--- config.mk ---
export PLATFORM = sky130hd
export DESIGN_NAME = trellisTop
export DESIGN_NICKNAME = d
export VERILOG_FILES = /design/src/source/trellisPkg.sv /design/src/source/busControl.sv /design/src/source/dacChannel.sv /design/src/source/miscRegs.sv /design/src/source/trellisTop.sv
export VERILOG_INCLUDE_DIRS = /design/src /design/src/include
export SDC_FILE = /design/constraint.sdc
export NUM_CORES = 1
export LEC_CHECK = 0
export BUFFER_PORTS_ARGS = -buffer_cell sky130_fd_sc_hd__buf_2
export CAP_MARGIN = 20
export CORE_ASPECT_RATIO = 2
export CORE_MARGIN = 2
export CORE_UTILIZATION = 25
export CTS_CLUSTER_DIAMETER = 120
export DETAILED_ROUTE_END_ITERATION = 10
export PLACE_DENSITY = 0.56
export SYNTH_ARGS = -nofsm -noshare
export SYNTH_HDL_FRONTEND = slang
export SYNTH_HIERARCHICAL = 1
export SYNTH_SLANG_ARGS = --single-unit
--- constraint.sdc ---
create_clock -name ck933 -period 2.05 [get_ports ck933]
set_input_delay 0.41 -clock ck933 [delete_from_list [all_inputs] [get_ports ck933]]
set_output_delay 0.41 -clock ck933 [all_outputs]
set_load 0.05 [all_outputs]
--- src/include/trellis_defines.svh ---
// Trellis demodulator register core
// Bus and sample widths, register map, version and reset stretch length
`ifndef TRELLIS_DEFINES_SVH
`define TRELLIS_DEFINES_SVH

// Processor bus
`define ADDR_W          12
`define DATA_W          16

// Sample and DAC widths
`define SAMPLE_W        18
`define DACOUT_W        14        // Upper bits of a sample
`define NUM_DACS        3

// Version register contents
`define VER_NUMBER      16'h0076

// Cycles that the soft reset stays high
`define RESET_STRETCH   5

// Address space codes, compared against address bits 11:8
`define SPACE_MISC      4'h0
`define SPACE_DAC       4'h1

// Free-running clock counter
`define CLOCK_CNT_W     32

`endif

--- src/source/trellisPkg.sv ---
// Trellis core types
// Address spaces, misc register offsets, DAC source opcodes, bus FSM states
// and the demod/trellis sample type
`include "trellis_defines.svh"

package trellisPkg;

  typedef enum logic [1:0] {
    SPACE_MISC = 2'd0,
    SPACE_DAC  = 2'd1,
    SPACE_NONE = 2'd2
  } regSpace_t;

  // Word offsets inside the misc space
  typedef enum logic [7:0] {
    MISC_RESET    = 8'h00,
    MISC_VERSION  = 8'h02,
    MISC_CLOCK_LO = 8'h04,
    MISC_CLOCK_HI = 8'h06
  } miscReg_t;

  typedef enum logic [2:0] {
    DAC_DEMOD         = 3'd0,
    DAC_TRELLIS_I     = 3'd1,
    DAC_TRELLIS_Q     = 3'd2,
    DAC_TRELLIS_PHERR = 3'd3,
    DAC_TRELLIS_INDEX = 3'd4
  } dacSource_t;

  typedef enum logic {BUS_IDLE, BUS_ACK} busState_t;

  typedef logic signed [`SAMPLE_W-1:0] sample_t;

endpackage

--- src/source/busControl.sv ---
// Wishbone classic slave for the trellis register core
// Decodes the address into the misc and DAC spaces, strobes the selected
// block for one cycle and returns a registered read word with the ack
`timescale 1ns/1ps
`include "trellis_defines.svh"

module busControl
  import trellisPkg::*;
(
  input  logic                 ck933,
  input  logic                 clockCounterEn,
  input  logic                 cyc_i,
  input  logic                 stb_i,
  input  logic                 we_i,
  input  logic [`ADDR_W-1:0]   adr_i,
  input  logic [`DATA_W-1:0]   dat_i,
  output logic [`DATA_W-1:0]   dat_o,
  output logic                 ack_o,
  output logic                 regWrite_o,
  output logic                 readStrobe_o,
  output miscReg_t             regAddr_o,
  output logic [`DATA_W-1:0]   regWdata_o,
  output logic                 miscSel_o,
  output logic [`NUM_DACS-1:0] dacSel_o,
  input  logic [`DATA_W-1:0]   miscRdata_i,
  input  logic [`DATA_W-1:0]   dacRdata_i [`NUM_DACS]
);

  busState_t          busState;
  regSpace_t          space;
  logic [1:0]         dacIdx;
  logic               busActive;
  logic [`DATA_W-1:0] rdMux;

  //**************************************************
  // Address decode
  //**************************************************
  assign dacIdx = adr_i[2:1];  // Channel number in DAC space

  always_comb begin
    if (adr_i[`ADDR_W-1:8] == `SPACE_MISC) begin
      space = SPACE_MISC;
    end else if (adr_i[`ADDR_W-1:8] == `SPACE_DAC && adr_i[7:3] == '0 &&
                 dacIdx < `NUM_DACS) begin
      space = SPACE_DAC;
    end else begin
      space = SPACE_NONE;  // Acked, reads zero
    end
  end

  // Request accepted last edge and master still holding it
  assign busActive = (busState == BUS_ACK) && cyc_i && stb_i;

  assign regWrite_o   = busActive && we_i;
  assign readStrobe_o = busActive && !we_i;
  assign regAddr_o    = miscReg_t'(adr_i[7:0]);
  assign regWdata_o   = dat_i;
  assign miscSel_o    = busActive && (space == SPACE_MISC);

  always_comb begin
    for (int i = 0; i < `NUM_DACS; i++) begin
      dacSel_o[i] = busActive && (space == SPACE_DAC) && (dacIdx == 2'(i));
    end
  end

  // Read word from the addressed block
  always_comb begin
    case (space)
      SPACE_MISC: rdMux = miscRdata_i;
      SPACE_DAC:  rdMux = dacRdata_i[dacIdx];
      default:    rdMux = '0;
    endcase
  end

  //**************************************************
  // Handshake FSM
  //**************************************************
  always_ff @(posedge ck933 or posedge clockCounterEn) begin
    if (clockCounterEn) begin
      busState <= BUS_IDLE;
      ack_o    <= 1'b0;
      dat_o    <= '0;
    end else begin
      if (busState == BUS_IDLE) begin
        // Ignore the request that is still up during its own ack
        if (cyc_i && stb_i && !ack_o) busState <= BUS_ACK;
      end else begin
        busState <= BUS_IDLE;
      end
      ack_o <= busActive;
      dat_o <= (busActive && !we_i) ? rdMux : '0;
    end
  end

endmodule

--- src/source/dacChannel.sv ---
// One DAC output channel
// Source select register, registered demod/trellis sample mux and an
// offset-binary output register loaded on the sample sync
`timescale 1ns/1ps
`include "trellis_defines.svh"

module dacChannel
  import trellisPkg::*;
#(
  parameter int CHANNEL = 0  // Matches address bits 2:1
) (
  input  logic                 ck933,
  input  logic                 clockCounterEn,
  input  logic                 softReset_i,
  input  logic [`NUM_DACS-1:0] dacSel_i,
  input  logic                 regWrite_i,
  input  logic [`DATA_W-1:0]   regWdata_i,
  output logic [`DATA_W-1:0]   dacRdata_o,
  input  sample_t              demodData_i,
  input  logic                 demodSync_i,
  input  sample_t              trellisData_i,
  input  logic                 trellisSync_i,
  output logic [`DACOUT_W-1:0] dacData_o
);

  dacSource_t srcSel;
  sample_t    demodReg;
  sample_t    trellisReg;
  sample_t    muxData;
  logic       demodSyncReg;
  logic       trellisSyncReg;
  logic       muxSync;
  logic       useTrellis;

  // Source select register
  always_ff @(posedge ck933 or posedge clockCounterEn) begin
    if (clockCounterEn) begin
      srcSel <= DAC_DEMOD;
    end else if (softReset_i) begin
      srcSel <= DAC_DEMOD;
    end else if (dacSel_i[CHANNEL] && regWrite_i) begin
      srcSel <= dacSource_t'(regWdata_i[2:0]);
    end
  end

  assign dacRdata_o = {{(`DATA_W-3){1'b0}}, srcSel};
  assign useTrellis = srcSel inside {DAC_TRELLIS_I, DAC_TRELLIS_Q,
                                     DAC_TRELLIS_PHERR, DAC_TRELLIS_INDEX};

  // Reclock samples, then mux
  always_ff @(posedge ck933) begin
    demodReg   <= demodData_i;
    trellisReg <= trellisData_i;
    muxData    <= useTrellis ? trellisReg : demodReg;
  end

  always_ff @(posedge ck933 or posedge clockCounterEn) begin
    if (clockCounterEn) begin
      demodSyncReg   <= 1'b0;
      trellisSyncReg <= 1'b0;
      muxSync        <= 1'b0;
      dacData_o      <= '0;
    end else if (softReset_i) begin
      demodSyncReg   <= 1'b0;
      trellisSyncReg <= 1'b0;
      muxSync        <= 1'b0;
      dacData_o      <= '0;
    end else begin
      demodSyncReg   <= demodSync_i;
      trellisSyncReg <= trellisSync_i;
      muxSync        <= useTrellis ? trellisSyncReg : demodSyncReg;
      // Offset binary, top bits only
      if (muxSync) begin
        dacData_o <= {~muxData[`SAMPLE_W-1], muxData[`SAMPLE_W-2:`SAMPLE_W-`DACOUT_W]};
      end
    end
  end

endmodule

--- src/source/miscRegs.sv ---
// Miscellaneous register space
// Version constant, free-running clock counter with a captured hold,
// and the soft reset request stretched over a fixed number of cycles
`timescale 1ns/1ps
`include "trellis_defines.svh"

module miscRegs
  import trellisPkg::*;
(
  input  logic               ck933,
  input  logic               clockCounterEn,
  input  logic               miscSel_i,
  input  logic               regWrite_i,
  input  logic               readStrobe_i,
  input  miscReg_t           regAddr_i,
  output logic [`DATA_W-1:0] miscRdata_o,
  output logic               softReset_o
);

  localparam int STRETCH_W = $clog2(`RESET_STRETCH + 1);

  logic [`CLOCK_CNT_W-1:0]         clockCounter;
  logic [`CLOCK_CNT_W-`DATA_W-1:0] clockHoldHi;  // Upper half only is read back
  logic [STRETCH_W-1:0]            resetCount;
  logic                            resetWrite;
  logic                            clockWrite;
  logic                            clockCapture;

  assign resetWrite   = miscSel_i && regWrite_i && (regAddr_i == MISC_RESET);
  assign clockWrite   = miscSel_i && regWrite_i &&
                        (regAddr_i inside {MISC_CLOCK_LO, MISC_CLOCK_HI});
  assign clockCapture = miscSel_i && readStrobe_i && (regAddr_i == MISC_CLOCK_LO);

  //**************************************************
  // Clock counter
  //**************************************************
  always_ff @(posedge ck933 or posedge clockCounterEn) begin
    if (clockCounterEn) begin
      clockCounter <= '0;
      clockHoldHi  <= '0;
    end else begin
      if (clockWrite) begin
        clockCounter <= '0;  // Restart timing
      end else begin
        clockCounter <= clockCounter + 1'b1;
      end
      // Low half read freezes the high half for the next read
      if (clockCapture) clockHoldHi <= clockCounter[`CLOCK_CNT_W-1:`DATA_W];
    end
  end

  //**************************************************
  // Soft reset stretcher
  //**************************************************
  always_ff @(posedge ck933 or posedge clockCounterEn) begin
    if (clockCounterEn) begin
      resetCount  <= '0;
      softReset_o <= 1'b0;
    end else begin
      softReset_o <= (resetCount != '0);  // One cycle behind the count
      if (resetWrite) begin
        resetCount <= STRETCH_W'(`RESET_STRETCH);
      end else if (resetCount != '0) begin
        resetCount <= resetCount - 1'b1;
      end
    end
  end

  // Read decode
  always_comb begin
    case (regAddr_i)
      MISC_VERSION:  miscRdata_o = `VER_NUMBER;
      MISC_CLOCK_LO: miscRdata_o = clockCounter[`DATA_W-1:0];  // Live value
      MISC_CLOCK_HI: miscRdata_o = clockHoldHi;
      default:       miscRdata_o = '0;
    endcase
  end

endmodule

--- src/source/trellisTop.sv ---
// Trellis demodulator top level, processor side
// Wishbone register decode, misc registers and three DAC output channels
`timescale 1ns/1ps
`include "trellis_defines.svh"

module trellisTop
  import trellisPkg::*;
(
  input  logic                 ck933,
  input  logic                 clockCounterEn,
  input  logic                 cyc_i,
  input  logic                 stb_i,
  input  logic                 we_i,
  input  logic [`ADDR_W-1:0]   adr_i,
  input  logic [`DATA_W-1:0]   dat_i,
  output logic [`DATA_W-1:0]   dat_o,
  output logic                 ack_o,
  input  sample_t              demodData_i [`NUM_DACS],
  input  logic [`NUM_DACS-1:0] demodSync_i,
  input  sample_t              trellisData_i [`NUM_DACS],
  input  logic [`NUM_DACS-1:0] trellisSync_i,
  output logic [`DACOUT_W-1:0] dacData_o [`NUM_DACS],
  output logic                 dacRst_o
);

  logic                 regWrite;
  logic                 readStrobe;
  miscReg_t             regAddr;
  logic [`DATA_W-1:0]   regWdata;
  logic                 miscSel;
  logic [`NUM_DACS-1:0] dacSel;
  logic [`DATA_W-1:0]   miscRdata;
  logic [`DATA_W-1:0]   dacRdata [`NUM_DACS];
  logic                 softReset;

  //**************************************************
  // Register bus
  //**************************************************
  busControl busControl_i (
    .ck933        (ck933),
    .clockCounterEn(clockCounterEn),
    .cyc_i        (cyc_i),
    .stb_i        (stb_i),
    .we_i         (we_i),
    .adr_i        (adr_i),
    .dat_i        (dat_i),
    .dat_o        (dat_o),
    .ack_o        (ack_o),
    .regWrite_o   (regWrite),
    .readStrobe_o (readStrobe),
    .regAddr_o    (regAddr),
    .regWdata_o   (regWdata),
    .miscSel_o    (miscSel),
    .dacSel_o     (dacSel),
    .miscRdata_i  (miscRdata),
    .dacRdata_i   (dacRdata)
  );

  miscRegs miscRegs_i (
    .ck933         (ck933),
    .clockCounterEn(clockCounterEn),
    .miscSel_i     (miscSel),
    .regWrite_i    (regWrite),
    .readStrobe_i  (readStrobe),
    .regAddr_i     (regAddr),
    .miscRdata_o   (miscRdata),
    .softReset_o   (softReset)
  );

  assign dacRst_o = softReset;  // Stretched reset also leaves on the DAC pin

  //**************************************************
  // DAC outputs
  //**************************************************
  for (genvar gi = 0; gi < `NUM_DACS; gi++) begin : genDac
    dacChannel #(.CHANNEL(gi)) dacChannel_i (
      .ck933         (ck933),
      .clockCounterEn(clockCounterEn),
      .softReset_i   (softReset),
      .dacSel_i      (dacSel),
      .regWrite_i    (regWrite),
      .regWdata_i    (regWdata),
      .dacRdata_o    (dacRdata[gi]),
      .demodData_i   (demodData_i[gi]),
      .demodSync_i   (demodSync_i[gi]),
      .trellisData_i (trellisData_i[gi]),
      .trellisSync_i (trellisSync_i[gi]),
      .dacData_o     (dacData_o[gi])
    );
  end

endmodule

Word-level counts from Yosys, hierarchy flattened:

Cells that the tools add are included.

* $add $sub $neg: 2
* eq/ne operators: 19
* reductions and logical operators: 40
* order comparisons: 2
* bitwise operators: 4
* mux-type cells: 40

Operators with widths (count)
* 2-to-1 mux 14 bit: 6
* 2-to-1 mux 18 bit: 3
* 2-to-1 mux 16 bit: 3
* case mux 16 bit (3 select lines): 1
* adder 32 x 1 -> 32 bit, second input constant: 1
* binary-select mux 16 bit (select 2 bit): 1
* 2-to-1 mux 32 bit: 1
* case mux 16 bit (2 select lines): 1
* 2-to-1 mux 3 bit: 8
* logical AND 1 bit: 21
* equality test 3 x 2 -> 1 bit, second input constant: 6
* equality test 8 x 3 -> 1 bit, second input constant: 2
* nonzero test 2 bit: 8
* 2-to-1 mux 1 bit: 14
* nonzero test 4 bit: 3
* equality test 3 x 1 -> 1 bit, second input constant: 3
* equality test 3 bit, second input constant: 3
* equality test 8 x 2 -> 1 bit, second input constant: 1
* zero test 8 bit: 1
* zero test 5 bit: 1
* equality test 2 x 1 -> 1 bit, second input constant: 2
* equality test 4 x 1 -> 1 bit, second input constant: 1
* zero test 2 bit: 2
* zero test 4 bit: 1
* 9 further kinds: 13

* register bits: 292
* output and inout port bits: 60
* input bits: 147

Longest topological paths before layout:

Gate-level depths: netlist of run 1.

* depth in word-level cells: 11
* depth in mapped cells: 9

Modules after synthesis:

Netlist of run 1, hierarchy kept.

Modules (own cells, without submodules)
* dacChannel: area an instance 1965.6 sq um, cells an instance 142, instances 3
* miscRegs: area an instance 2733.9 sq um, cells an instance 273, instances 1
* busControl: area an instance 1338.8 sq um, cells an instance 134, instances 1

Least setup slack after synthesis of run 1:

OpenSTA, ideal clock, no wires.

* path kind: input port to flip-flop
* from: input adr_i[4]
* to: register miscRegs_i.clockHoldHi[10]
* stages: 7
* path buffers: 3
* setup time: 0.125 ns
* setup slack: -0.258 ns
* arrival time: 2.183 ns
* path through: buf_4 or4_1 nor4_1 and3_1 buf_2 buf_4 mux2_2

* cells in the longest elaborated chain, start to end: 9
* elaborated cells between the ends (all ways): 10
* those cells by class: 1 x eq/ne; 2 x mux; 7 x reduce/logical

RTL lines
* start, declared: line trellisTop.sv:14 `` input logic [`ADDR_W-1:0] adr_i, ``
* zero test 5 bit: line busControl.sv:43 `` end else if (adr_i[`ADDR_W-1:8] == `SPACE_DAC && adr_i[7:3] == '0 && ``
* logical AND 1 bit: line busControl.sv:43
* logical AND 1 bit (no source line)
* 2-to-1 mux 2 bit: line busControl.sv:43
* 2-to-1 mux 2 bit: line busControl.sv:41 `` if (adr_i[`ADDR_W-1:8] == `SPACE_MISC) begin ``
* zero test 2 bit: line busControl.sv:58 `assign miscSel_o = busActive && (space == SPACE_MISC);`
* logical AND 1 bit: line busControl.sv:58
* logical AND 1 bit: line miscRegs.sv:32 `assign clockCapture = miscSel_i && readStrobe_i && (regAddr_i == MISC_CLOCK_LO);`
* logical AND 1 bit *: line miscRegs.sv:32
* end signal, assigned: line miscRegs.sv:48 `` if (clockCapture) clockHoldHi <= clockCounter[`CLOCK_CNT_W-1:`DATA_W]; ``
* end, declared: line miscRegs.sv:23 `` logic [`CLOCK_CNT_W-`DATA_W-1:0] clockHoldHi; ``

Mark *: on every way between the ends. The rest lies on a longest branch, timed or not.
A chain may end at the register's enable or synchronous reset.

Worst setup path in the final report of run 1:

* from: register miscRegs_i.clockCounter[15]
* to: register miscRegs_i.clockCounter[30]

* cells in the longest elaborated chain, start to end: 2

RTL lines
* start, declared: line miscRegs.sv:22 `` logic [`CLOCK_CNT_W-1:0] clockCounter; ``
* start signal, assigned: line miscRegs.sv:45 `clockCounter <= clockCounter + 1'b1;`
* adder 32 x 1 -> 32 bit: line miscRegs.sv:45
* 2-to-1 mux 32 bit: line miscRegs.sv:42 `if (clockWrite) begin`

No other way between the ends.

==> results.md, run 1 <==
- I/O pins: 207
- DP HPWL: 15,400 um
- Worst setup slack after layout: 0.0727 ns
- NumNets Final: 1,254
- Worst EP arrival: 2.41 ns
- Chip width: 145 um
- Fin Clk Skew: 0.0125 ns
- Gpl congestion: 0.825
- Filler cell count: 3,969
- Die ar.: 0.0412 mm^2
- Hold WC Path Type: in2reg
- Clk Latency, worst-skew pair: 0.54 ns
- Total Power: 10.6 mW
- Vias in the first global route: 7,261
- Row count: 103
- Clock buffer depth: 3
- CP startpoint: miscRegs_i/clockCounter[15]
- Fmax: 506 MHz
- Post-route DRC: 0
- Root Driver: clkbuf_16
- Crit path largest cell delay: 0.85 ns
- Initial DRC count: 253
- CTS resizes: 0
- Hold_sp: trellisSync_i[2]
- Initial antenna violation count: 3
- Avg Inst Size Synth: 12.0 um^2
- IO buf count: 169
- Clk pin slew, worst setup/hold paths: 0.06 ns
- Post-Synthesis Cells: 820
- Largest net degree at the start of global routing: 64
- Initial core utilization: 25.2%
- Pre-CTS setup slack: -0.106 ns
- Placed insts: 1,514
- CTS tree: built
- Pwr dens: 814 mW/mm^2
- CP startpoint kind: flip-flop
- RSZ-0062 raised after global routing: no
- Setup TNS: 0 ns
- Core area: 0.0392 mm^2
- Maximum vdd drop: 679 uV
- CP max-delay cell: or4_2
- Period utilisation layout: 96.5%
- Detailed Routing Iterations Pass 1: 4
- Slew headroom: 53.9%
- ANT nets after route: 0
- Setup violators final: 0
- Worst EP required: 2.48 ns
- Reg2reg start: miscRegs_i/clockCounter[15]
- Clock Sinks: 256
- Worst-path fanout max: 10
- Finished Layout Cells: 1,651
- Worst setup EP type: flip-flop
- Worst-Margin Slew: 0.689 ns
- Wire per inst: 13.7 um
- Leakage: 5.83 nW
- Crit path kind: reg2reg
- Outcome: finished clean
- Post-CTS setup buffers: 0
- GRT Total Usage: 10.8%
- WL final: 22,600 um
- Final Slew Violations: 0
- First-pass GRT wire length: 36,000 um
- Area delta synth->final: 32.4%
- Cts bufs inserted: 26
- Post-synthesis instance area: 0.00987 mm^2
- Final core utilization: 33.4%
- Detailed-route via count: 6,814
- Share of layout cells above drive strength 1: 30.4%
- Max cap viols: 0
- Via-per-instance ratio: 4.13
- Crit path time final: 1.98 ns
- GR Overflow Total: 0
- Worst path cell trace: nand2_1 > or4_2 > o31a_1 > o21a_1
- Ys Warns: 6
- Final hold vios: 0
- H-tree Lvls: 1
- Die span in y: 285 um
[final cells by class]
class | instances | area [um^2] | share of cell area [%]
clock inverters | 10 | 62.6 | 0.479
well taps | 525 | 657 | 5.03
multi-input cells | 480 | 3560 | 27.2
repair buffers | 308 | 2160 | 16.6
diodes | 2 | 5.00 | 0.0383
inverters | 32 | 120 | 0.919
flip-flops and latches | 256 | 5780 | 44.2
clock buffers | 38 | 726 | 5.55
[registers in the layout (all words and copies together) (netlist names), 9 cells and up]
signal                          cells
genDac.dacChannel_i/trellisReg     42
miscRegs_i/clockCounter            32
genDac.dacChannel_i/srcSel          9
busControl_i/dat_o                 16
genDac.dacChannel_i/demodReg       42
genDac.dacChannel_i/dacData_o      42
genDac.dacChannel_i/muxData        42
miscRegs_i/clockHoldHi             16
[repair_timing]
item                                    4_1_cts  5_1_grt
endpoints found under the setup margin        0        6
hold buffers                                 85        0
endpoints found under the hold margin       166        0
[path summary, 6_finish.rpt]
check | slack, ns | cells past startpoint | end
worst max-delay path | 0.07 | 4 | miscRegs_i/clockCounter[30]
worst min-delay path | 0.09 | 2 | genDac[2].dacChannel_i/trellisSyncReg
worst max register to register | 0.07 | 4 | miscRegs_i/clockCounter[30]
worst min register to register | 0.44 | 1 | busControl_i/busState
max in group asynchronous | 1.22 | 4 | miscRegs_i/clockCounter[28]
min in group asynchronous | 0.35 | 3 | miscRegs_i/softReset_o
[report_power, final]
part           switching [mW]  internal (mW)
logic                   0.510          0.454
clock network            1.91           2.46
registers              0.0749           5.23
total                    2.50           8.14
[cell usage in the layout, fill, tap and decap left out, drive strengths merged, types with 11 or more instances in the layout]
master and count:
mux2i 64, dfxtp 126, dfrtp 130, nand3 27
xnor2 12, nor3 13, a21oi 27, nand2 34
a22o 11, mux2 58, a2bb2oi 16, or4 17
conb 39, nor2 65, clkbuf 38, dlygate4sd3 85
o32ai 16, inv 32, buf 223
[per-layer routing]
| metal | part of all wire (%) | track usage, % | wire (um) |
|---|---|---|---|
| met1 | 44 | 13.5 | 9980 |
| met2 | 47 | 18.4 | 10600 |
| met3 | 6.9 | 2.59 | 1560 |
| met4 | 2.2 | 3.18 | 497 |
| met5 | 0.031 | 0 | 7 |
[through the flow]
step	instance area (um^2)	hold WS, ns
finish	13100	0.0905
global route	13100	0.0595
CTS	13000	0.0563
detailed placement	11400	0.366
global placement	11400	0.368
floorplan	10100	0.349
[worst max-delay path: cells and delay by family (launching register included)]
family	cells	cell delay (ns)
flops	1	0.42
simple gates	2	0.98
compound gates	2	0.47
(Power assumes the default switching activity.)
==> inputs of run 2 (changes only) <==
PLACE_DENSITY = 0.55   (was 0.56)
clock period = 2.5 ns   (was 2.05 ns; I/O delays follow)
==> run 2 against run 1 <==
Sequential power down 18%. Maximum frequency down 6.8%. Non-clock buffer count down 119. Combinational power down 34%. Global-route usage down 0.44 points. Core utilization down 2.8 points. Total power down 16%. Sequential cell count unchanged. Critical endpoint is now miscRegs_i/clockCounter[31]. Largest cell class unchanged.
==> results.md, run 2 (same netlist as run 1, synthesis figures left out) <==
- WL final: 21,300 um
- Crit path kind: reg2reg
- Initial DRC count: 204
- NumNets Final: 1,134
- Clk pin slew, worst setup/hold paths: 0.06 ns
- Clock Sinks: 256
- H-tree Lvls: 1
- Max cap viols: 0
- Clock buffer depth: 3
- CP bufs+invs: 0
- DP HPWL: 15,400 um
- Total Power: 8.90 mW
- Hold_sp: trellisData_i[42]
- Largest net degree at the start of global routing: 64
- CP startpoint kind: flip-flop
- CP max-delay cell: or4_4
- CTS tree: built
- Initial antenna violation count: 2
- GR Overflow Total: 0
- Slew headroom: 46.8%
- Crit path largest cell delay: 0.69 ns
- Initial core utilization: 25.2%
- Detailed Routing Iterations Pass 1: 4
- Post-route DRC: 0
- Share of layout cells above drive strength 1: 30.6%
- IO buf count: 169
- Area delta synth->final: 21.4%
- GRT Total Usage: 10.4%
- Row count: 103
- Period utilisation layout: 84.9%
- Crit path time final: 2.12 ns
- Worst path cell trace: nand4_2 > or4_4 > or4_1 > a21oi_1
- Die ar.: 0.0412 mm^2
- Most common cell after layout, fill and taps aside: buf_2
- Worst Hold Depth: 1
- Leakage: 5.33 nW
- Setup violators final: 0
- Wire per inst: 13.9 um
- Pre-CTS setup slack: 0.0400 ns
- Worst setup slack after layout: 0.378 ns
- I/O pins: 207
- Core area: 0.0392 mm^2
- Worst setup EP type: flip-flop
- Fmax: 471 MHz
- Chip width: 145 um
- Worst-Margin Slew: 0.797 ns
- Final hold vios: 0
- Final core utilization: 30.6%
- Outcome: finished clean
- ANT nets after route: 0
- Clk Latency, worst-skew pair: 0.55 ns
- Worst EP arrival: 2.60 ns
- Worst EP required: 2.97 ns
- Cts bufs inserted: 26
- Detailed-route via count: 6,416
- Final Slew Violations: 0
- Setup TNS: 0 ns
- First-pass GRT wire length: 34,600 um
- Via-per-instance ratio: 4.19
- Worst r2r path cells: 4
- Gpl congestion: 0.805
- Fin Clk Skew: 0.0118 ns
- Die span in y: 285 um
- Vias in the first global route: 6,775
- Root Driver: clkbuf_16
- RSZ-0062 raised after global routing: no
- Post-CTS setup buffers: 0
- Worst-path fanout max: 22
- Post-CTS Hold Buffers: 1
- Reg2reg start: miscRegs_i/clockCounter[7]
- Reg-to-reg critical path endpoint: miscRegs_i/clockCounter[31]
- R2R Setup Slk: 0.38 ns
- Commonest cells after routing, fill and taps aside: buf_2, dfrtp_1, dfxtp_1
- Hold WC Path Type: in2reg
- CP delay by family, top: simple AND/OR/NAND/NOR gates
- CTS resizes: 0
- Maximum vdd drop: 464 uV
- Pwr dens: 742 mW/mm^2
- Hold endpoint: genDac[0].dacChannel_i/trellisReg[6]
run 2: report_power, final:
part / internal [mW] / switching (mW)
Clock: 2.29 / 1.61
Combinational: 0.258 / 0.377
Sequential: 4.28 / 0.0776
run 2: final cells by class:
class / instances / area, um^2
antenna: 2 / 5.00
multi-input combinational: 479 / 3520
inverter: 32 / 120
fill: 4058 / 27200
clock buffer: 36 / 738
clock inverter: 12 / 140
sequential: 256 / 5780
tap: 525 / 657
timing repair buffer: 189 / 1030
run 2: worst max path at each step:
stage                                           start                           to  cells past startpoint
after floorplan                              adr_i[4]   miscRegs_i/clockHoldHi[10]                      7
after global placement                       adr_i[4]       busControl_i/dat_o[15]                      8
after detailed placement                     adr_i[4]   miscRegs_i/clockHoldHi[12]                      6
after CTS                 miscRegs_i/clockCounter[11]  miscRegs_i/clockCounter[29]                      4
after global routing      miscRegs_i/clockCounter[11]  miscRegs_i/clockCounter[29]                      4
final                      miscRegs_i/clockCounter[7]  miscRegs_i/clockCounter[31]                      4
run 2: through the flow:
stage | hold slack (ns) | area [um^2] | instances
2_1_floorplan | 0.414 | 10000 | 856
3_5_place_dp | 0.420 | 11100 | 1480
5_1_grt | 0.0112 | 12000 | 1530
3_3_place_gp | 0.429 | 11100 | 1479
6_report | 0.0510 | 12000 | 1531
4_1_cts | 0.0184 | 12000 | 1529
run 2: worst reg2reg max path, delay by kind of cell, from the launching register on:
kind	cells	cell delay [ns]
AOI/OAI and AO/OA	1	0.15
and+or+nand+nor	3	1.42
DFF	1	0.47
run 2: per-layer routing:
layer  GRT usage [%]  part of all wire (%)  vias up
met5               0                 0.061        -
met4            3.06                   2.0        2
met3            2.54                   6.9       32
met2            16.8                    46      171
met1            13.6                    45     3122
li1                -                     -     3089
